**src/dla_consts.svh**
```systemverilog
`ifndef DLA_CONSTS_SVH
`define DLA_CONSTS_SVH

// --------------------------------------------------
// Grid geometry
// --------------------------------------------------
`define DLA_X_BITS      6             // x coordinate width
`define DLA_Y_BITS      6             // y coordinate width
`define DLA_GRID_W      64
`define DLA_GRID_H      64

// Walker never leaves this box
`define DLA_LO          4
`define DLA_HI_X        56            // Grid width minus 8
`define DLA_HI_Y        56

`define DLA_SEED_X      32            // Center dot
`define DLA_SEED_Y      32
`define DLA_START_X     28            // First walker just left of center
`define DLA_START_Y     32

// --------------------------------------------------
// Random walk generators
// --------------------------------------------------
`define DLA_XR_BITS     31
`define DLA_YR_BITS     29
`define DLA_XR_TAP      27            // Second tap, first is the MSB
`define DLA_YR_TAP      26
`define DLA_LFSR_INIT   32'h55555555  // Alternating bits
`define DLA_SPAWN_BITS  5             // Taken just below the x MSB
`define DLA_SPAWN_OFS   16

// Host read port
`define DLA_AXI_ADDR_W  16
`define DLA_AXI_DATA_W  32

`endif

```
**src/dla_pkg.sv**
```systemverilog
`default_nettype none

`include "dla_consts.svh"

package dla_pkg;

   // Pixel position, x in the upper bits so {x, y} is the RAM index
   typedef struct packed
   {
      logic [`DLA_X_BITS-1:0] x;
      logic [`DLA_Y_BITS-1:0] y;
   } grid_coord_t;

   // Engine request into RAM port A
   typedef struct packed
   {
      grid_coord_t coord;
      logic        we;         // One cycle per write
      logic        data;       // Pixel value to write
   } ram_port_t;

   // What the walker does on the next clock
   typedef enum logic [1:0]
   {
      cmd_hold    = 2'd0,      // Nothing moves
      cmd_step    = 2'd1,      // Random move plus LFSR shift
      cmd_respawn = 2'd2,      // New walker on an edge
      cmd_churn   = 2'd3       // LFSR shift only, paused
   } walker_cmd_e;

   // AXI4-Lite read address channel payload
   typedef struct packed
   {
      logic [`DLA_AXI_ADDR_W-1:0] addr;   // Byte address
      logic [2:0]                 prot;
   } axi_ar_t;

   // AXI4-Lite read data channel payload
   typedef struct packed
   {
      logic [`DLA_AXI_DATA_W-1:0] data;
      logic [1:0]                 resp;
   } axi_r_t;

   localparam logic [1:0] resp_okay   = 2'b00;
   localparam logic [1:0] resp_slverr = 2'b10;

endpackage

`default_nettype wire

```
**src/dla_engine.sv**
```systemverilog
`timescale 1ns/1ps
`default_nettype none

`include "dla_consts.svh"

// --------------------------------------------------
// Aggregation FSM on RAM port A
// --------------------------------------------------
module dla_engine
(
   input  wire logic                  VGA_CTRL_CLK,
   input  wire logic                  reset,
   input  wire logic                  run,
   input  wire dla_pkg::grid_coord_t  walker,
   input  wire logic                  ram_q,
   output dla_pkg::ram_port_t         ram_req,
   output dla_pkg::walker_cmd_e       walker_cmd,
   output logic                       grid_ready,
   output logic [15:0]                particle_count
);

   localparam int cw = `DLA_X_BITS + `DLA_Y_BITS;
   localparam logic [cw-1:0] clr_last = `DLA_GRID_W * `DLA_GRID_H - 1;

   typedef enum logic [3:0]
   {
      st_idle,      // Reset parking, no write
      st_clear,     // Zero sweep
      st_seed,      // Center dot
      st_rd_l,      // Neighbour reads
      st_rd_r,
      st_rd_u,
      st_rd_d,
      st_sum,       // Last read lands
      st_test,
      st_draw
   } state_e;

   state_e          state;
   state_e          state_next;
   logic [cw-1:0]   clr_cnt;       // Sweep address
   logic [2:0]      sum;           // Neighbour count, 0 to 4
   logic            rd_valid;      // ram_q holds a neighbour this cycle
   logic            walk_phase;
   logic            reading;
   logic            hit;

   assign walk_phase = (state != st_idle) && (state != st_clear) && (state != st_seed);
   assign reading    = (state == st_rd_l) || (state == st_rd_r) ||
                       (state == st_rd_u) || (state == st_rd_d);
   assign hit        = (sum != 3'd0);

   // --------------------------------------------------
   // Port A request
   // --------------------------------------------------
   always_comb
   begin
      ram_req.coord = walker;
      ram_req.we    = 1'b0;
      ram_req.data  = 1'b0;
      case (state)
         st_clear:
         begin
            ram_req.coord = dla_pkg::grid_coord_t'(clr_cnt);
            ram_req.we    = 1'b1;
         end
         st_seed:
         begin
            ram_req.coord.x = `DLA_X_BITS'(`DLA_SEED_X);
            ram_req.coord.y = `DLA_Y_BITS'(`DLA_SEED_Y);
            ram_req.we      = 1'b1;
            ram_req.data    = 1'b1;
         end
         st_rd_l: ram_req.coord.x = walker.x - `DLA_X_BITS'(1);   // Left
         st_rd_r: ram_req.coord.x = walker.x + `DLA_X_BITS'(1);   // Right
         st_rd_u: ram_req.coord.y = walker.y - `DLA_Y_BITS'(1);   // Up
         st_rd_d: ram_req.coord.y = walker.y + `DLA_Y_BITS'(1);   // Down
         st_draw:
         begin
            ram_req.we   = run;                // Stuck walker pixel
            ram_req.data = 1'b1;
         end
         default:
         begin
         end
      endcase
   end

   // Paused walk only churns the generators
   always_comb
   begin
      if (walk_phase && !run)
         walker_cmd = dla_pkg::cmd_churn;
      else if (state == st_draw)
         walker_cmd = dla_pkg::cmd_respawn;
      else if (state == st_test && !hit)
         walker_cmd = dla_pkg::cmd_step;
      else
         walker_cmd = dla_pkg::cmd_hold;
   end

   // --------------------------------------------------
   // Next state
   // --------------------------------------------------
   always_comb
   begin
      state_next = state;
      case (state)
         st_idle:  state_next = st_clear;
         st_clear: if (clr_cnt == clr_last) state_next = st_seed;
         st_seed:  state_next = st_rd_l;
         st_rd_l:  state_next = st_rd_r;
         st_rd_r:  state_next = st_rd_u;
         st_rd_u:  state_next = st_rd_d;
         st_rd_d:  state_next = st_sum;
         st_sum:   state_next = st_test;
         st_test:  state_next = hit ? st_draw : st_rd_l;
         st_draw:  state_next = st_rd_l;
         default:  state_next = st_idle;
      endcase
      if (walk_phase && !run)
         state_next = state;                   // Freeze between states
   end

   always_ff @(posedge VGA_CTRL_CLK)
   begin
      if (reset)
      begin
         state          <= st_idle;
         clr_cnt        <= '0;
         sum            <= 3'd0;
         rd_valid       <= 1'b0;
         grid_ready     <= 1'b0;
         particle_count <= 16'd0;
      end
      else
      begin
         state    <= state_next;
         rd_valid <= reading && run;           // Frozen reads are not counted
         if (rd_valid)
            sum <= sum + {2'b00, ram_q};
         if (state == st_clear)
            clr_cnt <= clr_cnt + cw'(1);
         if (state == st_seed)
            grid_ready <= 1'b1;                // Stays up until reset
         if (state == st_test && run)
            sum <= 3'd0;                       // Fresh count for next position
         if (state == st_draw && run)
            particle_count <= particle_count + 16'd1;
      end
   end

endmodule

`default_nettype wire

```
**config.mk**
```make
export PLATFORM = sky130hd
export DESIGN_NAME = dla_engine
export DESIGN_NICKNAME = d
export VERILOG_FILES = /design/src/dla_pkg.sv /design/src/dla_engine.sv
export VERILOG_INCLUDE_DIRS = /design/src
export SDC_FILE = /design/constraint.sdc
export NUM_CORES = 1
export LEC_CHECK = 0
export ABC_CLOCK_PERIOD_IN_PS = 6050
export BUFFER_PORTS_ARGS = -buffer_cell sky130_fd_sc_hd__clkbuf_2
export CORE_UTILIZATION = 25
export CTS_CLUSTER_DIAMETER = 40
export CTS_CLUSTER_SIZE = 14
export DETAILED_ROUTE_END_ITERATION = 8
export PLACE_DENSITY = 0.51
export REMOVE_ABC_BUFFERS = 1
export SLEW_MARGIN = 20
export SYNTH_ARGS = -nofsm -noshare
export SYNTH_HDL_FRONTEND = slang
export SYNTH_SLANG_ARGS = --single-unit
```
**constraint.sdc**
```tcl
create_clock -name VGA_CTRL_CLK -period 6.05 [get_ports VGA_CTRL_CLK]
set_input_delay 0.9075 -clock VGA_CTRL_CLK [delete_from_list [all_inputs] [get_ports VGA_CTRL_CLK]]
set_output_delay 0.9075 -clock VGA_CTRL_CLK [all_outputs]
set_load 0.01 [all_outputs]
```
Yosys cells after proc, flatten, opt, wreduce, memory -nomap -nowiden:

Index checks and enable logic that the tools add are counted.

* flip-flop bits (word level): 37
* bits of input ports: 16
* output and inout port bits: 33
* logic and storage cells: 56

* $add $sub $neg: 7
* equal/unequal tests: 13
* muxes and demuxes: 10
* bitwise gates (word level): 1
* reductions and logical operators: 19

Operators with widths (count)
* 6-bit case mux with 4 select lines: 2
* 4-bit case mux with 9 select lines: 1
* 16-bit by 1-bit adder with 16-bit output, second input constant: 1
* 4-bit by 3-bit equality test with 1-bit output, second input constant: 4
* 12-bit by 1-bit adder with 12-bit output, second input constant: 1
* 6-bit by 1-bit adder with 6-bit output, second input constant: 2
* 12-bit equality test, second input constant: 1
* 6-bit by 1-bit subtractor with 6-bit output, second input constant: 2
* 4-bit by 2-bit equality test with 1-bit output, second input constant: 2
* 4-bit equality test, second input constant: 2
* 4-bit two-way mux: 2
* 1-bit logical AND: 7
* 2-bit OR reduction: 3
* 4-bit by 1-bit equality test with 1-bit output, second input constant: 1
* 4-bit zero test: 1
* 2-bit two-way mux: 2
* 4-bit by 1-bit != test with 1-bit output, second input constant: 1
* 4-bit by 2-bit != test with 1-bit output, second input constant: 1
* 4-bit nonzero test: 1
* 3-bit by 1-bit adder with 3-bit output: 1
* 1-bit logical OR: 3
* 3-bit nonzero test: 1
* 1-bit zero test: 2
* 1-bit two-way mux: 2
* 4 further kinds: 4

Logic depth before layout (Yosys ltp):

* depth after elaboration: 6
* gate-level depth with buffers: 9
* gate-level depth less buffers: 8

Worst setup path before layout:

No wires, ideal clock.

* kind: in2out
* start: in walker[10] in the netlist's numbering
* end: out ram_req[13] in the netlist's numbering
* arrival: 2591 ps
* required time: 5142 ps
* slack: 2552 ps
* stages: 6
* buffers on the path: 0
* path through: ha_1 -> nor2b_1 -> a2111o_1 -> a311oi_1 -> mux2_2 -> o21ai_0

RTL lines
* from (decl): line dla_engine.sv:14 `input wire dla_pkg::grid_coord_t walker,`
* to (decl): line dla_engine.sv:16 `output dla_pkg::ram_port_t ram_req,`

==> impl_metrics.tcl <==
set metrics [dict create \
    finalNonFillerCells 472 \
    cp.arrival_ns 3.64 \
    synth_top_area_share_pct 30.7 \
    synth_edf_count 0 \
    worst_ep_required_time_ns 5.14 \
    postCtsHoldBufs 0 \
    maxCapViolations 0 \
    synthTopCellsByArea "dfxtp_1 (31%), xnor2_1 (7.3%), ha_1 (6.7%)" \
    cts.path.max_buffers 2 \
    worstMarginPinSlew_ns 0.736 \
    cp_common_cell "nor2b_1" \
    power_leakage_nw 1.06 \
    status "completed" \
    crit_family "compound AO/OA/AOI/OAI gates" \
    core_area_um2 9280 \
    cts_sinks 37 \
    place_area_um2 2760 \
    fin_crit_ns 4.55 \
    final_antenna_net_count 0 \
    die_height_um 100 \
    pin_count 49 \
    cts_root_buffer "clkbuf_8" \
    syn_inst 301 \
    start_kind "flip-flop" \
    die_w_um 100 \
    drc 0 \
    slew_violations 0 \
    setup_viol 0 \
    port_buffers 48 \
    critPathCaptureType "output port" \
    numCtsBuffers 5 \
    num_rows 35 \
    ys_types 47 \
    syn_avg_cell_area_um2 8.03 \
    critPathMaxFanout 17 \
    wl_per_cell_um 12.6 \
    drt_wl_total_mm 5.97 \
    p_total_mw 0.701 \
    async_flop_share_pct 0 \
    detail_route.iter0.violations 75 \
    drive_gt1_share_pct 17.8 \
    areaGrowthSynthToFinish_pct 17.9 \
    rsz0062_at_grt "false" \
    finalHoldViolCount 0 \
    yosys.area.top_type "dfxtp_1" \
    finalWorstSetupSlack_ns 1.50 \
    gp_congestion 0.803 \
    dp.cells 465 \
    yosysWarnings 0 \
    initial_core_util_pct 26.0 \
    n_fill_cell 1016 \
    hold_ws_ns 0.486 \
    syn_area_um2 2420 \
    diodes 0 \
    ys_dominant_reg_cell "dfxtp_1" \
    clock-skew-final_ns 0.00421 \
    ys_seq_elements 37 \
    grt_start_max_net_pins 36 \
    dpl.hpwl_mm 4.41 \
    insertion_delay_ns 0.29 \
    place_ws_ns 1.81 \
    nets 374 \
    regToRegSetupSlack_ns 3.66 \
    crit_slowest_cell "dfxtp_1" \
    hp-class "reg2reg" \
    dr.pass1.iters 4 \
    grt_use_total_pct 12.5 \
    cpPeakStageDelay_ns 0.70 \
    p_per_area_nw_per_um2 246 \
    peakVddDrop_mv 0.0901 \
    ctsResizeCount 0 \
    period_share_pct 75.2 \
    seqCellArea_um2 741 \
    clk_pin_slew_ns 0.07 \
    final_area_um2 2850 \
    antenna_found_initial 0 \
    crit_chain "nor2b_1, nand2_1, ha_1, nor2b_1, a2111o_1, a311oi_1, mux2_2, o21ai_0, clkbuf_2" \
    cts_tree "built" \
    grt_pass1_vias 2209 \
    multiInputGateArea_um2 1570 \
    crit_buf_inv 1 \
    htreeDepth 2 \
    synth_common_cells "nor2_1 (38), dfxtp_1 (37), nand2_1 (22)" \
    timing.fmax_mhz 220 \
    post_cts_buffers 0 \
    fin_setup_tns_ns 0 \
    num_vias 2271 \
    synth_seq_area_share_pct 30.7 \
    slew_headroom_pct 50.9 \
    utilization_pct 30.7 \
    yosys.cell_count.top_type "nor2_1" \
    grt_remaining_overflow 0 \
    critPathKind "reg2out" \
    vias_per_cell 4.81 \
    grt_first_pass_wirelength_mm 10.0 \
    die_area_um2 10100 \
]
-- state kept, by name, indices dropped and copies added (netlist names) --
| name | count |
|---|---|
| clr_cnt | 12 |
| grid_ready | 1 |
| sum | 3 |
| rd_valid | 1 |
| particle_count | 16 |
| state | 4 |
-- power breakdown --
| group | leakage, nW | internal (mW) | switching (mW) |
|---|---|---|---|
| Sequential | 0.299 | 0.255 | 0.0266 |
| Combinational | 0.720 | 0.102 | 0.142 |
| Clock | 0.0443 | 0.0904 | 0.0855 |
| Total | 1.06 | 0.447 | 0.254 |
-- area by class of cell --
cell class | instances | share of cell area, %
tap | 129 | 5.67
multi-input combinational | 239 | 55.1
inverter | 11 | 1.45
timing repair buffer | 49 | 8.70
sequential | 37 | 26.0
clock buffer | 7 | 3.03
-- kinds of logic (layout without fill, tap and decap cells) --
kind of cell               Yosys count  in the layout  synth area share (%)
AOI/OAI and AO/OA                   70             70                  18.4
xor gates and xnor gates            30             30                  10.9
adders and majority gates           15             15                  8.39
buffers and inverters               25             67                  4.35
DFF                                 37             37                  30.7
muxes                                7              7                  2.95
and+or+nand+nor                    117            117                  24.4
-- cell usage in the layout, fill, tap and decap left out, types with 5 or more instances in the layout --
cell / synthesis / final
nor2_1: 38 / 38
ha_1: 13 / 13
inv_1: 11 / 11
nand2_1: 22 / 22
a21oi_1: 17 / 17
o21ai_0: 20 / 20
a22oi_1: 10 / 10
mux2i_1: 6 / 6
or3_1: 7 / 7
xor2_1: 10 / 10
nand4_1: 5 / 5
nor2b_1: 8 / 8
dfxtp_1: 37 / 37
clkbuf_8: 0 / 6
clkbuf_2: 1 / 48
nor3_1: 11 / 11
nand3_1: 11 / 11
xnor2_1: 20 / 20
-- worst paths after layout --
path | from | cells past startpoint | endpoint
max | state[2]$_SDFFE_PP0P_ | 9 | ram_req[13]
min | grid_ready$_SDFFE_PP0P_ | 2 | grid_ready$_SDFFE_PP0P_
max reg2reg | state[3]$_SDFFE_PP0P_ | 5 | particle_count[15]$_SDFFE_PP0P_
min reg2reg | grid_ready$_SDFFE_PP0P_ | 2 | grid_ready$_SDFFE_PP0P_
-- worst reg2reg max path, delay by kind of cell, from the launching register on --
kind             cells  cell delay, ns
AND/OR/NAND/NOR      4            1.40
flip-flops           1            0.69
XOR/XNOR             1            0.16
-- metal layers --
layer | global-route usage, % | part of all wire, %
met1 | 15.4 | 48
met2 | 20.2 | 44
met3 | 3.27 | 4.6
met4 | 6.13 | 3.5
met5 | 0 | 0
(Power assumes the default switching activity.)
