==> src/dla_consts.svh <==
`ifndef DLA_CONSTS_SVH
`define DLA_CONSTS_SVH

// --------------------------------------------------
// Grid geometry
// --------------------------------------------------
`define DLA_X_BITS      6             // x coordinate width
`define DLA_Y_BITS      6             // y coordinate width
`define DLA_GRID_W      64
`define DLA_GRID_H      64

// Walker never leaves this box
`define DLA_LO          4
`define DLA_HI_X        56            // Grid width minus 8
`define DLA_HI_Y        56

`define DLA_SEED_X      32            // Center dot
`define DLA_SEED_Y      32
`define DLA_START_X     28            // First walker just left of center
`define DLA_START_Y     32

// --------------------------------------------------
// Random walk generators
// --------------------------------------------------
`define DLA_XR_BITS     31
`define DLA_YR_BITS     29
`define DLA_XR_TAP      27            // Second tap, first is the MSB
`define DLA_YR_TAP      26
`define DLA_LFSR_INIT   32'h55555555  // Alternating bits
`define DLA_SPAWN_BITS  5             // Taken just below the x MSB
`define DLA_SPAWN_OFS   16

// Host read port
`define DLA_AXI_ADDR_W  16
`define DLA_AXI_DATA_W  32

`endif

==> src/dla_pkg.sv <==
`default_nettype none

`include "dla_consts.svh"

package dla_pkg;

   // Pixel position, x in the upper bits so {x, y} is the RAM index
   typedef struct packed
   {
      logic [`DLA_X_BITS-1:0] x;
      logic [`DLA_Y_BITS-1:0] y;
   } grid_coord_t;

   // Engine request into RAM port A
   typedef struct packed
   {
      grid_coord_t coord;
      logic        we;         // One cycle per write
      logic        data;       // Pixel value to write
   } ram_port_t;

   // What the walker does on the next clock
   typedef enum logic [1:0]
   {
      cmd_hold    = 2'd0,      // Nothing moves
      cmd_step    = 2'd1,      // Random move plus LFSR shift
      cmd_respawn = 2'd2,      // New walker on an edge
      cmd_churn   = 2'd3       // LFSR shift only, paused
   } walker_cmd_e;

   // AXI4-Lite read address channel payload
   typedef struct packed
   {
      logic [`DLA_AXI_ADDR_W-1:0] addr;   // Byte address
      logic [2:0]                 prot;
   } axi_ar_t;

   // AXI4-Lite read data channel payload
   typedef struct packed
   {
      logic [`DLA_AXI_DATA_W-1:0] data;
      logic [1:0]                 resp;
   } axi_r_t;

   localparam logic [1:0] resp_okay   = 2'b00;
   localparam logic [1:0] resp_slverr = 2'b10;

endpackage

`default_nettype wire

==> src/walker_rng.sv <==
`timescale 1ns/1ps
`default_nettype none

`include "dla_consts.svh"

// --------------------------------------------------
// Two XOR shift registers and the walker position
// --------------------------------------------------
module walker_rng
(
   input  wire logic                  VGA_CTRL_CLK,
   input  wire logic                  reset,
   input  wire dla_pkg::walker_cmd_e  cmd,
   output dla_pkg::grid_coord_t       walker
);

   localparam logic [31:0] lfsr_init = `DLA_LFSR_INIT;

   // Walk box edges at coordinate width
   localparam logic [`DLA_X_BITS-1:0] lo_x = `DLA_LO;
   localparam logic [`DLA_Y_BITS-1:0] lo_y = `DLA_LO;
   localparam logic [`DLA_X_BITS-1:0] hi_x = `DLA_HI_X;
   localparam logic [`DLA_Y_BITS-1:0] hi_y = `DLA_HI_Y;

   logic [`DLA_XR_BITS-1:0]    x_rand;
   logic [`DLA_YR_BITS-1:0]    y_rand;
   logic                       x_msb;
   logic                       y_msb;
   logic                       x_fb;
   logic                       y_fb;
   logic [`DLA_SPAWN_BITS-1:0] spawn_field;
   logic [`DLA_X_BITS-1:0]     spawn_x;
   logic [`DLA_Y_BITS-1:0]     spawn_y;

   assign x_msb = x_rand[`DLA_XR_BITS-1];
   assign y_msb = y_rand[`DLA_YR_BITS-1];
   assign x_fb  = x_msb ^ x_rand[`DLA_XR_TAP];    // Feedback bit
   assign y_fb  = y_msb ^ y_rand[`DLA_YR_TAP];

   // Spawn offset along the chosen edge
   assign spawn_field = x_rand[`DLA_XR_BITS-2 -: `DLA_SPAWN_BITS];
   assign spawn_x     = `DLA_X_BITS'(spawn_field) + `DLA_X_BITS'(`DLA_SPAWN_OFS);
   assign spawn_y     = `DLA_Y_BITS'(spawn_field) + `DLA_Y_BITS'(`DLA_SPAWN_OFS);

   always_ff @(posedge VGA_CTRL_CLK)
   begin
      if (reset)
      begin
         x_rand   <= lfsr_init[`DLA_XR_BITS-1:0];
         y_rand   <= lfsr_init[`DLA_YR_BITS-1:0];
         walker.x <= `DLA_X_BITS'(`DLA_START_X);
         walker.y <= `DLA_Y_BITS'(`DLA_START_Y);
      end
      else
      begin
         // Every command but hold turns both generators once
         if (cmd != dla_pkg::cmd_hold)
         begin
            x_rand <= {x_rand[`DLA_XR_BITS-2:0], x_fb};
            y_rand <= {y_rand[`DLA_YR_BITS-2:0], y_fb};
         end

         case (cmd)
            dla_pkg::cmd_step:
            begin
               // One step in x, clamped to the box
               if (walker.x < hi_x && x_msb)
                  walker.x <= walker.x + `DLA_X_BITS'(1);
               else if (walker.x > lo_x && !x_msb)
                  walker.x <= walker.x - `DLA_X_BITS'(1);
               // Same rule in y
               if (walker.y < hi_y && y_msb)
                  walker.y <= walker.y + `DLA_Y_BITS'(1);
               else if (walker.y > lo_y && !y_msb)
                  walker.y <= walker.y - `DLA_Y_BITS'(1);
            end
            dla_pkg::cmd_respawn:
            begin
               if (x_msb)
               begin
                  walker.x <= spawn_x;                 // Top or bottom edge
                  walker.y <= y_msb ? hi_y : lo_y;
               end
               else
               begin
                  walker.y <= spawn_y;                 // Left or right edge
                  walker.x <= y_msb ? hi_x : lo_x;
               end
            end
            default:
            begin
               // Hold and churn leave the walker alone
            end
         endcase
      end
   end

endmodule

`default_nettype wire
==> config.mk <==
export PLATFORM = sky130hd
export DESIGN_NAME = walker_rng
export DESIGN_NICKNAME = d
export VERILOG_FILES = /design/src/dla_pkg.sv /design/src/walker_rng.sv
export VERILOG_INCLUDE_DIRS = /design/src
export SDC_FILE = /design/constraint.sdc
export NUM_CORES = 1
export LEC_CHECK = 0
export BUFFER_PORTS_ARGS = -buffer_cell sky130_fd_sc_hd__buf_2
export CORE_MARGIN = 3
export CORE_UTILIZATION = 63
export CTS_BUF_LIST = sky130_fd_sc_hd__clkbuf_8
export CTS_CLUSTER_DIAMETER = 30
export DETAILED_ROUTE_END_ITERATION = 10
export HOLD_SLACK_MARGIN = 0.08
export PLACE_DENSITY = 0.87
export SLEW_MARGIN = 20
export SYNTH_ARGS = -nofsm -noshare
export SYNTH_HDL_FRONTEND = slang
export SYNTH_SLANG_ARGS = --single-unit
==> constraint.sdc <==
create_clock -name VGA_CTRL_CLK -period 2.5 [get_ports VGA_CTRL_CLK]
set_input_delay 0.25 -clock VGA_CTRL_CLK [delete_from_list [all_inputs] [get_ports VGA_CTRL_CLK]]
set_output_delay 0.25 -clock VGA_CTRL_CLK [all_outputs]
set_load 0.005 [all_outputs]
# ---- Yosys cells after proc, flatten, opt, wreduce, memory -nomap -nowiden
# Cells that the tools add are included.
dict set report totals {
  input_bits 4
  out_inout_bits 12
  reg_bits 72
  elab_cells 36
}
dict set report op_classes {
  addsub 5
  bitwise_logic 2
  n_lt_le_gt_ge 4
  eq_ne 4
  mux 7
  reduce_logical 10
}
# op n
set ops {}
lappend ops {{$mux W6} 5}
lappend ops {{$pmux W12 S2} 1}
lappend ops {{$add A6 B1 Y6 const B} 2}
lappend ops {{$gt A6 B3 Y1 const B} 2}
lappend ops {{$lt A6 B6 Y1 const B} 2}
lappend ops {{$mux W12} 1}
lappend ops {{$sub A6 B1 Y6 const B} 2}
lappend ops {{$add A5 B5 Y6 const B} 1}
lappend ops {{$ne A3 B3 Y1 const B} 2}
lappend ops {{$logic_and A1 B1 Y1} 4}
lappend ops {{$reduce_and A2 Y1} 2}
lappend ops {{$reduce_bool A2 Y1} 2}
lappend ops {{$eq A2 B1 Y1 const B} 1}
lappend ops {{$eq A2 B2 Y1 const B} 1}
lappend ops {{$logic_not A1 Y1} 2}
lappend ops {{$xor A1 B1 Y1} 2}

# ---- Depth between registers and ports, before layout
dict set report logic_depth {
  word_depth 5
  mapped_depth 9
  depth_no_buf 8
}

# ---- Worst setup path before layout
# Ideal clock, no wire load.
dict set report synth_path {
  path_kind {reg2reg}
  startpoint {reg x_rand[30]}
  endpoint {reg walker[11] in the netlist's numbering}
  period_less_slack_ns 2.059
  stages_incl_launch_ff 10
  setup_ns 0.138
  slack_ns 0.441
  n_path_buf 2
  arrival_time_ns 1.921
  required_time_ns 2.362
  cell_sequence {dfxtp_1 -> buf_2 -> clkbuf_1 -> nand2_1 -> ha_1 -> a211oi_1 -> o21bai_1 -> a21oi_1 -> xnor2_1 -> a21oi_1}
}
dict set report synth_between {
  elab_chain_cells 4
  word_cells_on_any_way 8
  classes_between {eq/ne: 1; mux: 3; reduce/logical: 4}
}
# element line
set synth_lines {}
lappend synth_lines {{start: declaration} walker_rng.sv:25} ;# logic [`DLA_XR_BITS-1:0] x_rand;
lappend synth_lines {{start signal: assignment} walker_rng.sv:49} ;# x_rand <= lfsr_init[`DLA_XR_BITS-1:0];
lappend synth_lines {{start signal: assignment} walker_rng.sv:59} ;# x_rand <= {x_rand[`DLA_XR_BITS-2:0], x_fb};
lappend synth_lines {{$logic_not A1 Y1} walker_rng.sv:69} ;# else if (walker.x > lo_x && !x_msb)
lappend synth_lines {{$logic_and A1 B1 Y1} walker_rng.sv:69}
lappend synth_lines {{$ne A3 B3 Y1 (no line)} n/a}
lappend synth_lines {{$reduce_and A2 Y1 (no line)} n/a}
lappend synth_lines {{end: declaration} walker_rng.sv:14} ;# output dla_pkg::grid_coord_t walker
# Parallel ways exist; a longest one is shown, timed or not.
# A chain may end at the register's enable or synchronous reset.

# ---- Final worst setup path
dict set report layout_path {
  startpoint {reg y_rand[28]}
  endpoint {reg walker[4] in the netlist's numbering}
}
dict set report layout_between {
  elab_chain_cells 4
  word_cells_on_any_way 9
  classes_between {eq/ne: 1; mux: 4; reduce/logical: 4}
}
# element line
set layout_lines {}
lappend layout_lines {{start: declaration} walker_rng.sv:26} ;# logic [`DLA_YR_BITS-1:0] y_rand;
lappend layout_lines {{start signal: assignment} walker_rng.sv:50} ;# y_rand <= lfsr_init[`DLA_YR_BITS-1:0];
lappend layout_lines {{start signal: assignment} walker_rng.sv:60} ;# y_rand <= {y_rand[`DLA_YR_BITS-2:0], y_fb};
lappend layout_lines {{$logic_not A1 Y1} walker_rng.sv:74} ;# else if (walker.y > lo_y && !y_msb)
lappend layout_lines {{$logic_and A1 B1 Y1} walker_rng.sv:74}
lappend layout_lines {{$ne A3 B3 Y1 (no line)} n/a}
lappend layout_lines {{$reduce_and A2 Y1 (no line)} n/a}
# Parallel ways exist; a longest one is shown, timed or not.

==> impl_metrics.ini <==
[synthesis]
syn-instance-count = 392
syn_area_um2 = 3200
yosys_register_bits = 72
synth_flop_cell = dfxtp_1
synth_fp_nets = 406
synth-seq-area-share_pct = 45.1
yosysWarnings = 0
synthArstFlopShare_pct = 0
avgSynthCellArea_um2 = 8.16
synth-edff-count = 0
synth_cell_types = 40

[final_layout]
fin_util_pct = 73.9
synthToLayoutAreaGrowth_pct = 11.3
regArea_um2 = 1440
num_antenna_cells = 0
drive_above_1_share_pct = 11.4
fillers = 372
multi_input_area_um2 = 1650
stdcell_count = 471
final_area_um2 = 3560
nets = 413

[job]
maxCapViolCount = 0

[setup_path]
crit_start = y_rand[28]$_SDFFE_PP1P_
critical_path.endpoint = walker[4]$_SDFFE_PP0P_
crit_arrival_ns = 2.34
r2r-end = walker[4]$_SDFFE_PP0P_
end_kind = flop
worst-path-max-fanout = 10
required_ns = 2.76
reg2reg_from = y_rand[28]$_SDFFE_PP1P_
critPathKind = reg2reg
r2r_slack_ns = 0.42
cp-start-kind = flop
reg2regPathDepth = 7

[sta]
clock-skew-final_ns = 0.00930
rsz0062_at_grt = no
slew_viol_final = 0
hold_violations = 0
hold_slack_ns = 0.437
final.setup.tns_ns = 0
max_freq_mhz = 481
setup_violations = 0
tightest_slew_ns = 0.666
post-route-period-util_pct = 83.1
slew_headroom_pct = 55.6
timing.final.ws_setup_ns = 0.422
min_period_ns = 2.08

[floorplan]
dieArea_um2 = 5970
fp.dieW_um = 77.3
core_um2 = 4820
start_util_pct = 66.4
rows = 25
io_pins = 16
dieHeight_um = 77.3

[clock_network]
path_clk_slew_ns = 0.08
cts_hold_buf = 0
post-cts-setup-buffer-count = 0
post_cts_resize_count = 0
clk_latency_ns = 0.34
numCtsBuffers = 9
root_buffer = clkbuf_8
clock-sinks = 72
h-tree-depth = 3
tritoncts = built
cts_buffer_depth = 2

[placed_design]
dp_slack_ns = 0.474
place_hpwl_um = 3770
port_buffers = 15
globalplace.congestion = 0.843
dp_cells = 455
placed_area_um2 = 3320

[grt]
grt_pass1_wl_um = 10600
grt.total_usage_pct = 21.8
grt_max_degree = 60
grt_antenna_before_repair = 0
overflow = 0
grt_pass1_vias = 2429

[routing]
drt_iter0_markers = 236
wl_per_cell_um = 12.8
dr.pass1.iters = 4
ant_nets = 0
drc = 0
via_per_inst = 5.51
num_vias = 2596
wirelength_um = 6050

[power]
p_leak_nw = 1.52
power_mw = 2.93
powerDensity_nw_per_um2 = 824
ir_drop_mv = 0.539

[min_path]
hp-class = in2reg
hold_depth = 2

[run_status]
status = finished, final reports clean
final cells by class:
cell class,instances,share of cell area (%)
inverters,3,0.316
repair buffers,22,3.59
well taps,67,2.36
clock inverters,7,3.34
flip-flops and latches,72,40.5
multi-input cells,291,46.4
clock buffers,9,3.48
cells in the mapped netlist (all sizes together) (4+ instances only):
master  count  share of area, %
a211oi      5               1.2
a21o        4              0.94
a21oi      46               7.2
clkbuf     23               2.7
dfxtp      72                45
ha          8               3.1
mux2i       5               1.6
nand2     124                15
nand2b      4              0.78
nand3b     29               6.8
nor2       16               2.0
o21ai      10               1.7
xnor2       5               1.4
logic make-up (layout without fill, tap and decap cells):
logic type / count (synthesis) / count (layout) / share of synthesized area [%]
xor gates and xnor gates: 7 / 7 / 1.92
adders and majority gates: 10 / 10 / 4.38
buffers and inverters: 29 / 41 / 3.48
and+or+nand+nor: 186 / 186 / 26.8
AOI/OAI and AO/OA: 83 / 83 / 16.8
DFF: 72 / 72 / 45.1
muxes: 5 / 5 / 1.57
cells in the final DEF (no fill, tap or decap), types with 2 or more instances in the layout:
cell / Yosys / layout
xnor2_1: 5 / 5
o21bai_1: 3 / 3
clkinvlp_4: 0 / 2
o21ai_1: 2 / 2
dfxtp_1: 72 / 72
bufinv_16: 0 / 3
nand3_1: 3 / 3
xor2_1: 2 / 2
clkbuf_8: 0 / 9
a311oi_4: 2 / 2
ha_1: 8 / 8
buf_2: 2 / 15
nor2_1: 15 / 14
buf_4: 0 / 7
nand2b_1: 4 / 4
a211o_1: 2 / 2
inv_1: 3 / 3
and4_1: 3 / 3
nand2_1: 124 / 124
a21oi_1: 46 / 46
a211oi_1: 5 / 5
nand3b_1: 29 / 29
fa_1: 2 / 2
a31oi_1: 3 / 3
o211ai_1: 2 / 2
nor2b_1: 2 / 2
o21ai_0: 7 / 7
a21o_1: 4 / 4
mux2i_1: 5 / 5
sequential cells by signal, summed over array words and instances (netlist names):
name	count
walker	12
y_rand	29
x_rand	31
worst min-delay path by stage:
stage | startpoint | to
final | reset | walker[2]$_SDFFE_PP0P_
after global routing | reset | x_rand[27]$_SDFFE_PP0P_
after CTS | reset | walker[2]$_SDFFE_PP0P_
after detailed placement | x_rand[5]$_SDFFE_PP0P_ | x_rand[5]$_SDFFE_PP0P_
after global placement | x_rand[21]$_SDFFE_PP0P_ | x_rand[21]$_SDFFE_PP0P_
after floorplan | x_rand[11]$_SDFFE_PP0P_ | x_rand[11]$_SDFFE_PP0P_
layer usage:
metal  share of wire, %  wire (um)  global-route usage, %
met1                 49       2950                   28.1
met2                 47       2820                   35.5
met3                3.4        208                   5.63
met4                1.1         68                   7.47
met5                  0          0                      0
power breakdown:
group          internal [mW]  switching [mW]
logic                  0.213           0.263
clock network          0.664           0.446
registers               1.26          0.0883
total                   2.13           0.798
critical path, stage by stage, from the launching register on:
cell and delay (ns):
dfxtp_1 0.51, nand2_1 0.22, fa_1 0.45, a21o_1 0.19, a21oi_1 0.17, xnor2_1 0.14
mux2i_1 0.09, a211oi_1 0.23
Power figures use the tool's default switching activity.
