### config.mk
export PLATFORM = sky130hd
export DESIGN_NAME = axi_pixel_reader
export DESIGN_NICKNAME = d
export VERILOG_FILES = /design/src/dla_pkg.sv /design/src/axi_pixel_reader.sv
export VERILOG_INCLUDE_DIRS = /design/src
export SDC_FILE = /design/constraint.sdc
export NUM_CORES = 1
export LEC_CHECK = 0
export ABC_AREA = 1
export BUFFER_PORTS_ARGS = -buffer_cell sky130_fd_sc_hd__buf_4
export CAP_MARGIN = 20
export CORE_AREA = 2 2 50 52
export DETAILED_ROUTE_END_ITERATION = 10
export DIE_AREA = 0 0 52 54
export PLACE_DENSITY = 0.85
export SLEW_MARGIN = 25
export SYNTH_ARGS = -nofsm -noshare
export SYNTH_HDL_FRONTEND = slang
export SYNTH_SLANG_ARGS = --single-unit
### constraint.sdc
create_clock -name VGA_CTRL_CLK -period 3.15 [get_ports VGA_CTRL_CLK]
set_input_delay 0.63 -clock VGA_CTRL_CLK [delete_from_list [all_inputs] [get_ports VGA_CTRL_CLK]]
set_output_delay 0.63 -clock VGA_CTRL_CLK [all_outputs]
set_load 0.005 [all_outputs]
### src/dla_consts.svh
`ifndef DLA_CONSTS_SVH
`define DLA_CONSTS_SVH

// --------------------------------------------------
// Grid geometry
// --------------------------------------------------
`define DLA_X_BITS      6             // x coordinate width
`define DLA_Y_BITS      6             // y coordinate width
`define DLA_GRID_W      64
`define DLA_GRID_H      64

// Walker never leaves this box
`define DLA_LO          4
`define DLA_HI_X        56            // Grid width minus 8
`define DLA_HI_Y        56

`define DLA_SEED_X      32            // Center dot
`define DLA_SEED_Y      32
`define DLA_START_X     28            // First walker just left of center
`define DLA_START_Y     32

// --------------------------------------------------
// Random walk generators
// --------------------------------------------------
`define DLA_XR_BITS     31
`define DLA_YR_BITS     29
`define DLA_XR_TAP      27            // Second tap, first is the MSB
`define DLA_YR_TAP      26
`define DLA_LFSR_INIT   32'h55555555  // Alternating bits
`define DLA_SPAWN_BITS  5             // Taken just below the x MSB
`define DLA_SPAWN_OFS   16

// Host read port
`define DLA_AXI_ADDR_W  16
`define DLA_AXI_DATA_W  32

`endif

### src/dla_pkg.sv
`default_nettype none

`include "dla_consts.svh"

package dla_pkg;

   // Pixel position, x in the upper bits so {x, y} is the RAM index
   typedef struct packed
   {
      logic [`DLA_X_BITS-1:0] x;
      logic [`DLA_Y_BITS-1:0] y;
   } grid_coord_t;

   // Engine request into RAM port A
   typedef struct packed
   {
      grid_coord_t coord;
      logic        we;         // One cycle per write
      logic        data;       // Pixel value to write
   } ram_port_t;

   // What the walker does on the next clock
   typedef enum logic [1:0]
   {
      cmd_hold    = 2'd0,      // Nothing moves
      cmd_step    = 2'd1,      // Random move plus LFSR shift
      cmd_respawn = 2'd2,      // New walker on an edge
      cmd_churn   = 2'd3       // LFSR shift only, paused
   } walker_cmd_e;

   // AXI4-Lite read address channel payload
   typedef struct packed
   {
      logic [`DLA_AXI_ADDR_W-1:0] addr;   // Byte address
      logic [2:0]                 prot;
   } axi_ar_t;

   // AXI4-Lite read data channel payload
   typedef struct packed
   {
      logic [`DLA_AXI_DATA_W-1:0] data;
      logic [1:0]                 resp;
   } axi_r_t;

   localparam logic [1:0] resp_okay   = 2'b00;
   localparam logic [1:0] resp_slverr = 2'b10;

endpackage

`default_nettype wire

### src/axi_pixel_reader.sv
`timescale 1ns/1ps
`default_nettype none

`include "dla_consts.svh"

// --------------------------------------------------
// AXI4-Lite read slave onto RAM port B
// --------------------------------------------------
module axi_pixel_reader
(
   input  wire logic                  VGA_CTRL_CLK,
   input  wire logic                  reset,
   input  wire dla_pkg::axi_ar_t      ar,
   input  wire logic                  arvalid,
   output logic                       arready,
   output dla_pkg::axi_r_t            r,
   output logic                       rvalid,
   input  wire logic                  rready,
   output dla_pkg::grid_coord_t       pix_coord,
   input  wire logic                  pix_q
);

   localparam int cells = `DLA_GRID_W * `DLA_GRID_H;

   typedef enum logic [1:0] {rd_idle, rd_addr, rd_ram, rd_resp} rd_state_e;

   rd_state_e                  state;
   logic [`DLA_AXI_ADDR_W-3:0] word_addr;     // Byte address over 4
   dla_pkg::grid_coord_t       coord_q;
   logic                       err_q;
   dla_pkg::axi_r_t            r_q;

   assign word_addr = ar.addr[`DLA_AXI_ADDR_W-1:2];
   assign arready   = (state == rd_idle);      // One read at a time
   assign rvalid    = (state == rd_resp);
   assign r         = r_q;
   assign pix_coord = coord_q;

   always_ff @(posedge VGA_CTRL_CLK)
   begin
      if (reset)
         state <= rd_idle;
      else
         case (state)
            rd_idle: if (arvalid) state <= rd_addr;
            rd_addr: state <= rd_ram;          // RAM latches the coordinate
            rd_ram:  state <= rd_resp;         // Pixel bit on pix_q
            rd_resp: if (rready) state <= rd_idle;
            default: state <= rd_idle;
         endcase
   end

   // Payload registers
   always_ff @(posedge VGA_CTRL_CLK)
   begin
      if (state == rd_idle && arvalid)
      begin
         coord_q.x <= word_addr[`DLA_X_BITS-1:0];              // Index is y*64 + x
         coord_q.y <= word_addr[`DLA_X_BITS +: `DLA_Y_BITS];
         err_q     <= int'(word_addr) >= cells;                 // Past the grid
      end
      if (state == rd_ram)
      begin
         r_q.data <= err_q ? '0 : `DLA_AXI_DATA_W'(pix_q);
         r_q.resp <= err_q ? dla_pkg::resp_slverr : dla_pkg::resp_okay;
      end
   end

endmodule

`default_nettype wire

Word level (Yosys, flattened, before mapping)
Index checks and enable logic that the tools add are counted.

$add $sub $neg: 0. Magnitude comparators: 1. Reduce and logical (&&, ||, !) cells: 3. Divide/modulo/power cells: 0. Shift operators: 0. Multiply operators: 0. Bitwise logic cells: 0. Muxes and demuxes: 4. Equal/unequal tests: 5.

Operators by type and width (number): greater-or-equal comparator 14 x 13 -> 1 bit (second input constant) (1); case mux 2 bit (4 select lines) (1); two-way mux 2 bit (3); == test 2 bit (second input constant) (2); == test 2 x 1 -> 1 bit (second input constant) (1); zero test 2 bit (1); inequality test 2 x 1 -> 1 bit (second input constant) (1); inequality test 2 bit (second input constant) (1); AND reduction 2 bit (1); logical AND 1 bit (1).

Bits in registers: 49. RAM bits: 0. Bits of input ports: 24. Memories: 0. Bits in latches: 0. Word-level logic and storage cells: 20. ROM bits: 0. Output and inout port bits: 48.

Logic depth before layout (Yosys ltp)
Gate-level depths: netlist of run 1.

Depth after elaboration: 3. Mapped depth: 6. Mapped depth without buffers: 6.

Worst setup path after synthesis of run 1
OpenSTA, ideal clock, no wires.

Kind: input to register. Start: in arvalid. End: reg err_q (enable). Cell stages on the path: 2. Data required time: 2801 ps. Buffers on the path: 0. Setup time: 349 ps. Data arrival time: 944 ps. Path slack: 1857 ps. Cells stage by stage: nand2_1 > inv_1.

Longest elaborated chain between the ends: 1.

RTL lines: start: declaration (RTL line axi_pixel_reader.sv:14) `input wire logic arvalid,`; logical AND 1 bit (RTL line axi_pixel_reader.sv:56) `if (state == rd_idle && arvalid)`; end signal: assignment (RTL line axi_pixel_reader.sv:60) `err_q <= int'(word_addr) >= cells;`; end: declaration (RTL line axi_pixel_reader.sv:30) `logic err_q;`.

Every way passes these cells. A chain may end at the register's enable or synchronous reset.

Worst setup path in the final report of run 1
Start: reg state[1]. End: out arready.

Longest elaborated chain between the ends: 1.

RTL lines: start: declaration (RTL line axi_pixel_reader.sv:27) `rd_state_e state;`; start signal: assignment (RTL line axi_pixel_reader.sv:42) `state <= rd_idle;`; start signal: assignment (RTL line axi_pixel_reader.sv:45) `rd_idle: if (arvalid) state <= rd_addr;`; start signal: assignment (RTL line axi_pixel_reader.sv:46) `rd_addr: state <= rd_ram;`; zero test 2 bit (RTL line axi_pixel_reader.sv:34) `assign arready = (state == rd_idle);`; end: declaration (RTL line axi_pixel_reader.sv:15) `output logic arready,`.

Every way passes these cells.

==> results list, run 1 <==
- Status: completed
- Floorplan die area: 0.00281 mm²
- In the final routed layout, each cell accounts on average for ~9 µm.
- Predominant post-synthesis flop cell: sky130_fd_sc_hd__edfxtp_1
- The min-delay analysis places its worst path in the category flip-flop to flip-flop.
- Dividing the detail-routed via count by the number of cells gives 3.61.
- The die is 52 µm wide.
- 72 I/O pins were placed.
- Summed over its instances, the top area cell type makes up 50.8% of the synthesized netlist area.
- For this run, the detailed router's first-pass iteration total came to 1.
* Post-detail-place hpwl: 1130 µm
- STA classifies the critical path startpoint as a flip-flop.
- The congestion estimate from routability-driven global placement came to 0.646.
- Clock power frac: 15.7%
- The synthesized netlist devotes 6.78% of its cell area to simple gates.
- Dominant cells by area after synthesis: sky130_fd_sc_hd__edfxtp_1 (51%), sky130_fd_sc_hd__buf_4 (27%), sky130_fd_sc_hd__ha_1 (5.6%)
* Wire length of the first global-routing pass: 1840 µm
* Setup total negative slack: 0 ns
* H-tree levels: 1
* Max-cap viol count: 0
- Sequential fraction of design power: 49.8%
* Number of different library cells in the post-synthesis netlist: 14
- Post-CTS setup-driven buffer insertion count: 0
* Post-detailed-route count of antenna-violating nets: 0
* Cell Int Power: about 480 µW
- Summing all multi-input logic gate instances after layout gives roughly 240 µm².
* Most area-hungry cell type in the Yosys netlist: sky130_fd_sc_hd__edfxtp_1
- After synthesis, flip-flops and latches occupy a little under three fifths of the total area.
* Number of enable flip-flop cells after synthesis: 15
* Final setup vio count: 0
- The most critical setup path has its startpoint at state[1].
* Num Clock Sinks: 17
* Cell area after synthesis: roughly 890 µm²
- The worst setup path is of the flip-flop to output port kind.
- Power density normalized to cell area: 631 mW/mm²
- Start of the worst register-to-register path: state[0]
- From bottom edge to top edge, the die measures 54 µm.
* Max VDD drop: 284 µV
- Via count of the routed design: 516
- Shortest period the worst path allows: 1.75 ns
- The number of antenna diodes in the final layout is 0.
- Averaged over all synthesized cells, the footprint is 11.7 µm².
- Summing the areas of all compound-gate instances in the mapped netlist gives 1.13% of the synthesized area.
- For this run, the number of Yosys warnings is 0.
- Arrival time of data at the critical path endpoint: 1.12 ns
- On the worst path, the slowest cell contributes a delay of between 0.3 and 0.4 ns.
- Setup repair after global routing left no endpoint under its margin.
- For this run, design rule violations remaining after detail routing come to 0.
- Summed over all cells, the static leakage comes to 0.537 nW.
- For this run, the number of standard cells in the final layout without fillers is 143.
* Sw Share: 29.2%
* Initial drt markers: 0
- GR Overflow Total: 0
- Initial cell density of the core: approximately two fifths
- TritonCTS clock tree: built
- Core footprint: 0.00232 mm²
- Proportion of layout cells with a drive suffix above 1: 35.4%
- The sequential cells in the finished layout cover a total of 490 µm².
- Buffers inserted during clock tree synthesis total 3.
- Pre-CTS WS: 1.65 ns
- Total number of nets in the final design: between 100 and 150
- Post-route worst setup slack: between 1 and 1.5 ns
- Walking the worst path, the cells encountered are inv_1 -> ha_1 -> buf_4.
* Antenna violations before repair: 0
- Number of synthesized register bits: 17
- Derived from the worst setup path, the maximum achievable clock frequency is 572 MHz.
* Number of standard-cell rows in the floorplan: 18
* Maximum count of clock buffers along a single path: 2
- Final Max Tran Viols: 0
* Hold violation total from the final report: 0
* Kind of end point of the critical path: output port
- Clock root cell: sky130_fd_sc_hd__clkbuf_4
- Broken down by cell family, the worst path's largest delay share belongs to flip-flops.
- In the synthesized netlist, the number of instances is 76.
- Together, buffers and inverters on the worst path number 2.
- Clock tree skew after final layout: 0.00540 ns
- Entering global routing, the biggest net connects 14 pins.
* Combinational Power Share: 34.5%
- NetSw: 200 µW
- Global routing used 9.68% of the available tracks across all layers.
- Synth Area in XOR/XNOR: 0%
- The slowest stage of the critical path belongs to the cell sky130_fd_sc_hd__dfxtp_1.
- Wires add up to 1310 µm.
- Post-cts gate resize count: 0
- Maximum fanout along the worst path: 4
- Adder and majority gate portion of the synthesized area: 5.65%
* Number of global-route vias before repair: 424
- Largest family of logic cells by synthesized area: buffers and inverters
* Clock input transition at the sequential cells of the worst setup and hold paths: 0.09 ns
- Required time at the endpoint of the critical path: 2.52 ns
* Most common library cells after synthesis: sky130_fd_sc_hd__buf_4 (32), sky130_fd_sc_hd__edfxtp_1 (15), sky130_fd_sc_hd__inv_1 (7)
- After clock tree synthesis, the flow added hold-fix buffers numbering 0.
- Most common cell in the netlist: sky130_fd_sc_hd__buf_4
* Period Utilization, post-route: 55.5%
* Multiplexer share of the synthesized area: 0%
- In the synthesized netlist the async set-or-reset flop fraction comes to 0%.
- Dpl cells: 139
* Overall power of the completed layout: 683 µW
- Worst hold path startpoint: err_q
- Number of I/O port buffers: 34
- From synthesis to final layout, the design area changed by 22.0%.
- Fill cells in the final layout number between 200 and 250.
- Latest clock arrival within the worst-skew pair: between 0.2 and 0.3 ns
-- cell families after synthesis --
group                      Yosys count
DFF                                 17
buffers and inverters               40
other                                1
AOI/OAI and AO/OA                    2
and+or+nand+nor                     12
adders and majority gates            4
-- registers in the layout, summed over array words and instances (netlist names) --
| signal | cells |
|---|---|
| err_q | 1 |
| pix_coord | 12 |
| r | 2 |
| state | 2 |
-- stage by stage --
stage | util [%] | instance area [µm²] | hold slack, ns
final | 46.6 | 1080 | 0.480
after global routing | 46.6 | 1080 | 0.490
after CTS | 46.6 | 1080 | 0.480
after detailed placement | 45.5 | 1050 | 0.456
after global placement | 45.5 | 1050 | 0.437
after floorplan | - | 1000 | 0.427
-- final timing paths --
kind	end	slack (ns)	cells past startpoint
worst min-delay path	r[1]	0.48	0
worst min register to register	r[1]	0.48	0
worst max register to register	pix_coord[7]	1.75	4
worst max-delay path	arready	1.40	3
-- area by class of cell --
cell class | instances | share of cell area [%]
timing repair buffer | 34 | 23.6
sequential | 17 | 45.4
clock buffer | 4 | 2.43
inverter | 8 | 2.89
tap | 30 | 3.47
multi-input combinational | 50 | 22.2
-- power by group through the flow --
| stage | Clock [mW] | Combinational (mW) | Sequential (mW) |
|---|---|---|---|
| after detailed placement | 0 | 0.238 | 0.346 |
| after global placement | 0 | 0.228 | 0.342 |
| after CTS | 0.116 | 0.239 | 0.341 |
| after global routing | 0.126 | 0.265 | 0.346 |
| after floorplan | 0 | 0.149 | 0.346 |
| final | 0.107 | 0.236 | 0.340 |
-- layout by cell type (no fill, tap or decap), types with 2 or more instances in the layout --
cell                        n
sky130_fd_sc_hd__dfxtp_1    2
sky130_fd_sc_hd__nor2_1     3
sky130_fd_sc_hd__edfxtp_1  15
sky130_fd_sc_hd__nand2_1    4
sky130_fd_sc_hd__inv_1      7
sky130_fd_sc_hd__buf_4     34
sky130_fd_sc_hd__ha_1       4
sky130_fd_sc_hd__clkbuf_4   3
sky130_fd_sc_hd__nand3_1    2
sky130_fd_sc_hd__a21oi_1    2
sky130_fd_sc_hd__conb_1    32
-- worst reg2reg max path, delay by kind of cell (launching register included) --
family        cells  cell delay, ns
buf+inv           2            0.45
flops             1            0.33
fa+ha+maj         1            0.21
simple gates      1            0.06
-- layer usage --
layer,track usage (%),part of all wire (%),vias up
met5,0,0,-
met4,6.58,0,0
met3,3.89,16,0
met2,19.0,56,42
met1,7.67,28,225
li1,-,-,249
(Power assumes the default switching activity.)
==> inputs of run 2 (changes only) <==
Settings changed: CORE_AREA 2 2 50 52 to 2 2 52 54, DIE_AREA 0 0 52 54 to 0 0 54 56, PLACE_DENSITY 0.85 to 0.79.
Clock period 3.15 ns to 1.7 ns, I/O delays scaled along.
==> results list, run 2 (synthesis gave the netlist of run 1 again) <==
- Vias per cell: 3.78 (+4.8%)
* Number of I/O port buffers: 34 (unchanged)
* Clock root cell: sky130_fd_sc_hd__clkbuf_4
- After layout, the minimum clock period comes to about 1.4 ns.
- Worst min-delay path class: primary input to flip-flop
- The worst path arrival time was 1.11 ns (about the same).
- Kind of end point of the critical path: output port
- Latest clock arrival within the worst-skew pair: 0.27 ns (about the same)
- The count of inserted antenna diode cells is 0 (unchanged).
- Die extent in x: 54 µm (+3.8%)
- Dpl cells: 139 (unchanged)
* Number of standard cells in the final layout excluding fillers: 143 (unchanged)
- Utilization of the core after routing: 44.4% (-2.2 points)
* TritonCTS clock tree: built
- The final critical-path setup slack is 0.251 ns (-1.15 ns).
- Based on the critical path, the design can be clocked at up to 690 MHz.
- The H-tree depth came to 1 (unchanged).
- The average wire per cell in the routed design came to 9.32 µm (+1.7%).
* Pre-CTS WS: 0.292 ns (-1.36 ns)
* Inserted Clock Buffers: 3 (unchanged)
- GR Overflow Total: 0 (unchanged)
* Worst Setup Path Type: flip-flop to output port
- The largest fanout on the critical path was 3 (-1).
- Number of standard-cell rows in the floorplan: 18 (unchanged)
- Leaving out fill and tap cells, the most frequent cells in the layout are sky130_fd_sc_hd__buf_4 (34), sky130_fd_sc_hd__conb_1 (32), sky130_fd_sc_hd__edfxtp_1 (15).
- The detailed-placement wirelength estimate was 1150 µm (+1.9%).
* Routability-driven placement congestion ratio: 0.641 (-0.79%)
- The overall routing resource usage came to 8.20% (-1.5 points).
* Overall power of the completed layout: 1.26 mW (+85%)
* DRC Markers: 0 (unchanged)
- The summed negative setup slack over all endpoints came to 0 ns (unchanged).
* Final setup vio count: 0 (unchanged)
* Largest net degree at the start of global routing: 14 (unchanged)
* Clock tree skew after final layout: 0.00123 ns (-0.00416 ns)
- Setup repair after global routing left no endpoint under its margin.
- The total number of vias is 541 (+4.8%).
- Max VDD drop: 500 µV (+76%)
- Floorplan die area: 0.00302 mm² (+7.7%)
- The library cell used most frequently in the layout, excluding fill and tap cells, is sky130_fd_sc_hd__buf_4.
* Proportion of layout cells with a drive suffix above 1: 35.4% (unchanged)
- The number of hold-repair buffers added at the cts stage came to 0 (unchanged).
- Maximum count of clock buffers along a single path: 2 (unchanged)
- The final-stage net count came to 142 (unchanged).
* Post-CTS setup-driven buffer insertion count: 0 (unchanged)
- Number of detailed-route iterations in the first pass: 6 (+5)
- The post-CTS resize count was 0 (unchanged).
- Num Clock Sinks: 17 (unchanged)
* Leakage dissipation: 0.537 nW (unchanged)
- The first-pass GRT wire length was 1820 µm (-1.1%).
* Area growth from synthesis to layout: 22.0% (unchanged)
- The sum of routed wire length over all layers was 1330 µm (+1.7%).
- Status: completed
- Nature of the critical path startpoint: flip-flop
- The power density relative to cell area is 1170 mW/mm² (+85%).
- Required time at the endpoint of the critical path: 1.36 ns (-1.16 ns)
- The clock-pin slew of the registers on the worst-case setup and hold paths is 0.08 ns (about the same).
* Antenna violations before repair: 0 (unchanged)
* I/O pin cnt: 72 (unchanged)
- The number of max-slew violations in the final report is 0 (unchanged).
- The number of flip-flops in the largest register came to 12 (unchanged).
- Post-detailed-route count of antenna-violating nets: 0 (unchanged)
- The starting density of the core is 36.4% (-1.8 points).
- Core footprint: 0.00243 mm² (+4.9%)
- Number of global-route vias before repair: 466 (+9.9%)
- The overall die height was 56 µm (+3.7%).
* Hold violation total from the final report: 0 (unchanged)
- Initial drt markers: 11 (+11)
- Max-cap viol count: 0 (unchanged)
- The final critical path takes up 85.3% of the cycle.
[run 2: cell counts in the layout (fill, tap and decap cells not counted)]
Identical to the previous run, type by type.
[run 2: layer usage]
metal	track usage [%]	share of wire [%]	vias up
met4	4.29	0.90	0
met5	0	0	-
met1	6.42	29	242
li1	-	-	254
met3	2.69	16	2
met2	16.2	54	43
[run 2: area by class of cell]
type,count,area (µm²)
well taps,30,37.5
repair buffers,34,255
flip-flops and latches,17,490
multi-input cells,50,240
clock buffers,4,26.3
fillers,246,1350
inverters,8,31.3
[run 2: where the power goes]
part	internal, mW	leakage (nW)	switching, mW
Combinational	0.217	0.365	0.221
Clock	0.0909	0.0150	0.106
Sequential	0.587	0.157	0.0413
[run 2: worst paths after layout]
check / start / to / slack [ns] / depth (start not counted)
setup / recovery: state[0] / arready / 0.25 / 3
hold reg to reg: err_q / r[1] / 0.47 / 0
setup reg to reg: state[0] / pix_coord[5] / 0.30 / 4
hold / removal: ar[11] / pix_coord[0] / 0.24 / 1
[run 2: through the flow]
stage | hold slack (ns) | cell area (µm²)
finish | 0.236 | 1080
floorplan | 0.427 | 1000
CTS | 0.232 | 1080
detailed placement | 0.446 | 1050
global route | 0.223 | 1080
global placement | 0.437 | 1050
[run 2: worst max-delay path, cell delays in order, from the launching register on]
cell and delay [ns]:
sky130_fd_sc_hd__dfxtp_1 0.36, sky130_fd_sc_hd__inv_1 0.09, sky130_fd_sc_hd__ha_1 0.24, sky130_fd_sc_hd__buf_4 0.15
==> inputs of run 3 (changes only) <==
Settings changed: CAP_MARGIN 20 to not set, REMOVE_ABC_BUFFERS set to 1.
==> results list, run 3 (synthesis gave the netlist of run 1 again) <==
* Hold_buf cts: 0 (unchanged)
- The area overhead of the layout relative to synthesis came to 22.0% (unchanged).
- The number of buffers inserted to repair setup after CTS is 0 (unchanged).
- H-tree levels: 1 (unchanged)
* Worst Setup Path Type: flip-flop to output port
* Clock tree skew after final layout: 0.00363 ns (+0.00239 ns)
- Overall power of the completed layout: 1.25 mW (-1.3%)
- Setup total negative slack: 0 ns (unchanged)
- The overall die width came to 54 µm (unchanged).
* Clock root cell: sky130_fd_sc_hd__clkbuf_4
- Number of I/O port buffers: 34 (unchanged)
- Shortest period the worst path allows: 1.44 ns (-0.0120 ns)
- Largest net degree at the start of global routing: 14 (unchanged)
* Wire per inst: 8.26 µm (-11%)
- Proportion of layout cells with a drive suffix above 1: 35.4% (unchanged)
- The worst path required time was 1.36 ns (about the same).
- Status: completed
- Floorplan die area: 0.00302 mm² (unchanged)
- Unrepaired setup endpoints after global routing: false
- Traced cell by cell, the critical path runs through inv_1 -> ha_1 -> buf_4.
- The worst path arrival time came to 1.10 ns (about the same).
- Final wirelength: 1180 µm (-11%)
- Period Utilization, post-route: 84.5% (-0.71 points)
- The area of the placeable core came to 0.00243 mm² (unchanged).
- Worst min-delay path class: primary input to flip-flop
- Wire length of the first global-routing pass: 1490 µm (-18%)
- The standard cell area after detailed placement came to 0.00105 mm² (unchanged).
- Overall track demand over capacity in global routing: 6.60% (-1.6 points)
- The setup slack after placement is 0.287 ns (-0.00509 ns).
- Floorplan die height: 56 µm (unchanged)
- Most frequent standard cell in the layout excluding fill and tap cells: sky130_fd_sc_hd__buf_4
- DRC Markers: 0 (unchanged)
- Post-route cell area: 0.00108 mm² (unchanged)
* Worst Hold Depth: 1 (unchanged)
* Inserted Clock Buffers: 3 (unchanged)
* Antenna violations before repair: 0 (unchanged)
* I/O pin cnt: 72 (unchanged)
- The number of flip-flops in the largest register is 12 (unchanged).
* Max Clock Freq: 696 MHz (+0.84%)
- The violation count after the first detailed-route iteration was 3 (-8).
* Top library cells by usage in the layout, fill and taps aside: sky130_fd_sc_hd__buf_4 (34), sky130_fd_sc_hd__conb_1 (32), sky130_fd_sc_hd__edfxtp_1 (15)
* Number of global-route vias before repair: 416 (-11%)
* Total number of nets in the final design: 142 (unchanged)
* Nature of the critical path startpoint: flip-flop
- Post-detail-place hpwl: 1050 µm (-9.1%)
* Post-cts gate resize count: 0 (unchanged)
- The clock-pin slew of the registers on the worst-case setup and hold paths is 0.08 ns (about the same).
- The average vias per placed instance was 3.64 (-3.9%).
- Utilization of the core after routing: 44.4% (unchanged)
- STA classifies the critical path endpoint as an output port.
* Latest clock arrival within the worst-skew pair: 0.27 ns (about the same)
- Final Max Tran Viols: 0 (unchanged)
- Filler Cell Count: 227 (-7.7%)
* Initial cell density of the core: 36.4% (unchanged)
* GR Overflow Total: 0 (unchanged)
- Maximum count of clock buffers along a single path: 2 (unchanged)
* Antenna cells: 0 (unchanged)
- The site row count is 18 (unchanged).
- The static leakage is 0.537 nW (about the same).
* Final setup vio count: 0 (unchanged)
- The worst voltage drop across the vdd grid is 506 µV (+1.1%).
- The largest fanout on the critical path is 3 (unchanged).
- TritonCTS clock tree: built
- Slowest Stage Delay on Critical Path: 0.36 ns (about the same)
- The total number of vias was 520 (-3.9%).
- Hold violation total from the final report: 0 (unchanged)
- The number of nets still failing antenna checks after routing is 0 (unchanged).
- The clock net sink count was 17 (unchanged).
- Among all stages on the critical path, the largest delay is contributed by sky130_fd_sc_hd__dfxtp_1.
* Power density normalized to cell area: 1150 mW/mm² (-1.3%)
* Worst-case reg-to-reg path depth: 4 (unchanged)
* Max-cap viol count: 0 (unchanged)
- The iteration count of the initial detailed-routing pass came to 3 (-3).
- The final critical-path setup slack is 0.263 ns (+0.0120 ns).
- The placer congestion estimate is 0.715 (+12%).
-- run 3: cell counts in the layout (fill, tap and decap cells not counted) --
No cell type changed its count.
-- run 3: critical path, delay by kind of cell, from the launching register on --
kind,cells,cell delay (ns)
flops,1,0.36
buf+inv,2,0.23
fa+ha+maj,1,0.24
-- run 3: stage by stage --
stage	cells	hold WS (ns)
after CTS	143	0.236
after detailed placement	139	0.450
after global routing	143	0.221
after floorplan	75	0.427
after global placement	139	0.431
final	143	0.245
-- run 3: per-layer routing --
metal | vias up | global-route usage, % | share of wire [%]
li1 | 250 | - | -
met5 | - | 0 | 0
met1 | 216 | 5.92 | 29
met3 | 2 | 2.96 | 22
met4 | 0 | 2.14 | 0.51
met2 | 52 | 12.4 | 48
-- run 3: area by class of cell --
cell class	instances	area, µm²	share of cell area [%]
Multi-Input combinational cell	50	240	22.2
Tap cell	30	37.5	3.47
Inverter	8	31.3	2.89
Sequential cell	17	490	45.4
Timing Repair Buffer	34	255	23.6
Clock buffer	4	26.3	2.43
-- run 3: final timing paths --
kind            start  slack, ns       endpoint
max          state[0]       0.26        arready
min            ar[10]       0.24  pix_coord[11]
max reg2reg  state[0]       0.29   pix_coord[0]
min reg2reg     err_q       0.47           r[1]
-- run 3: power by group --
part	internal (mW)	switching (mW)
Clock	0.0906	0.0977
Sequential	0.587	0.0398
Combinational	0.216	0.217
Total	0.893	0.354
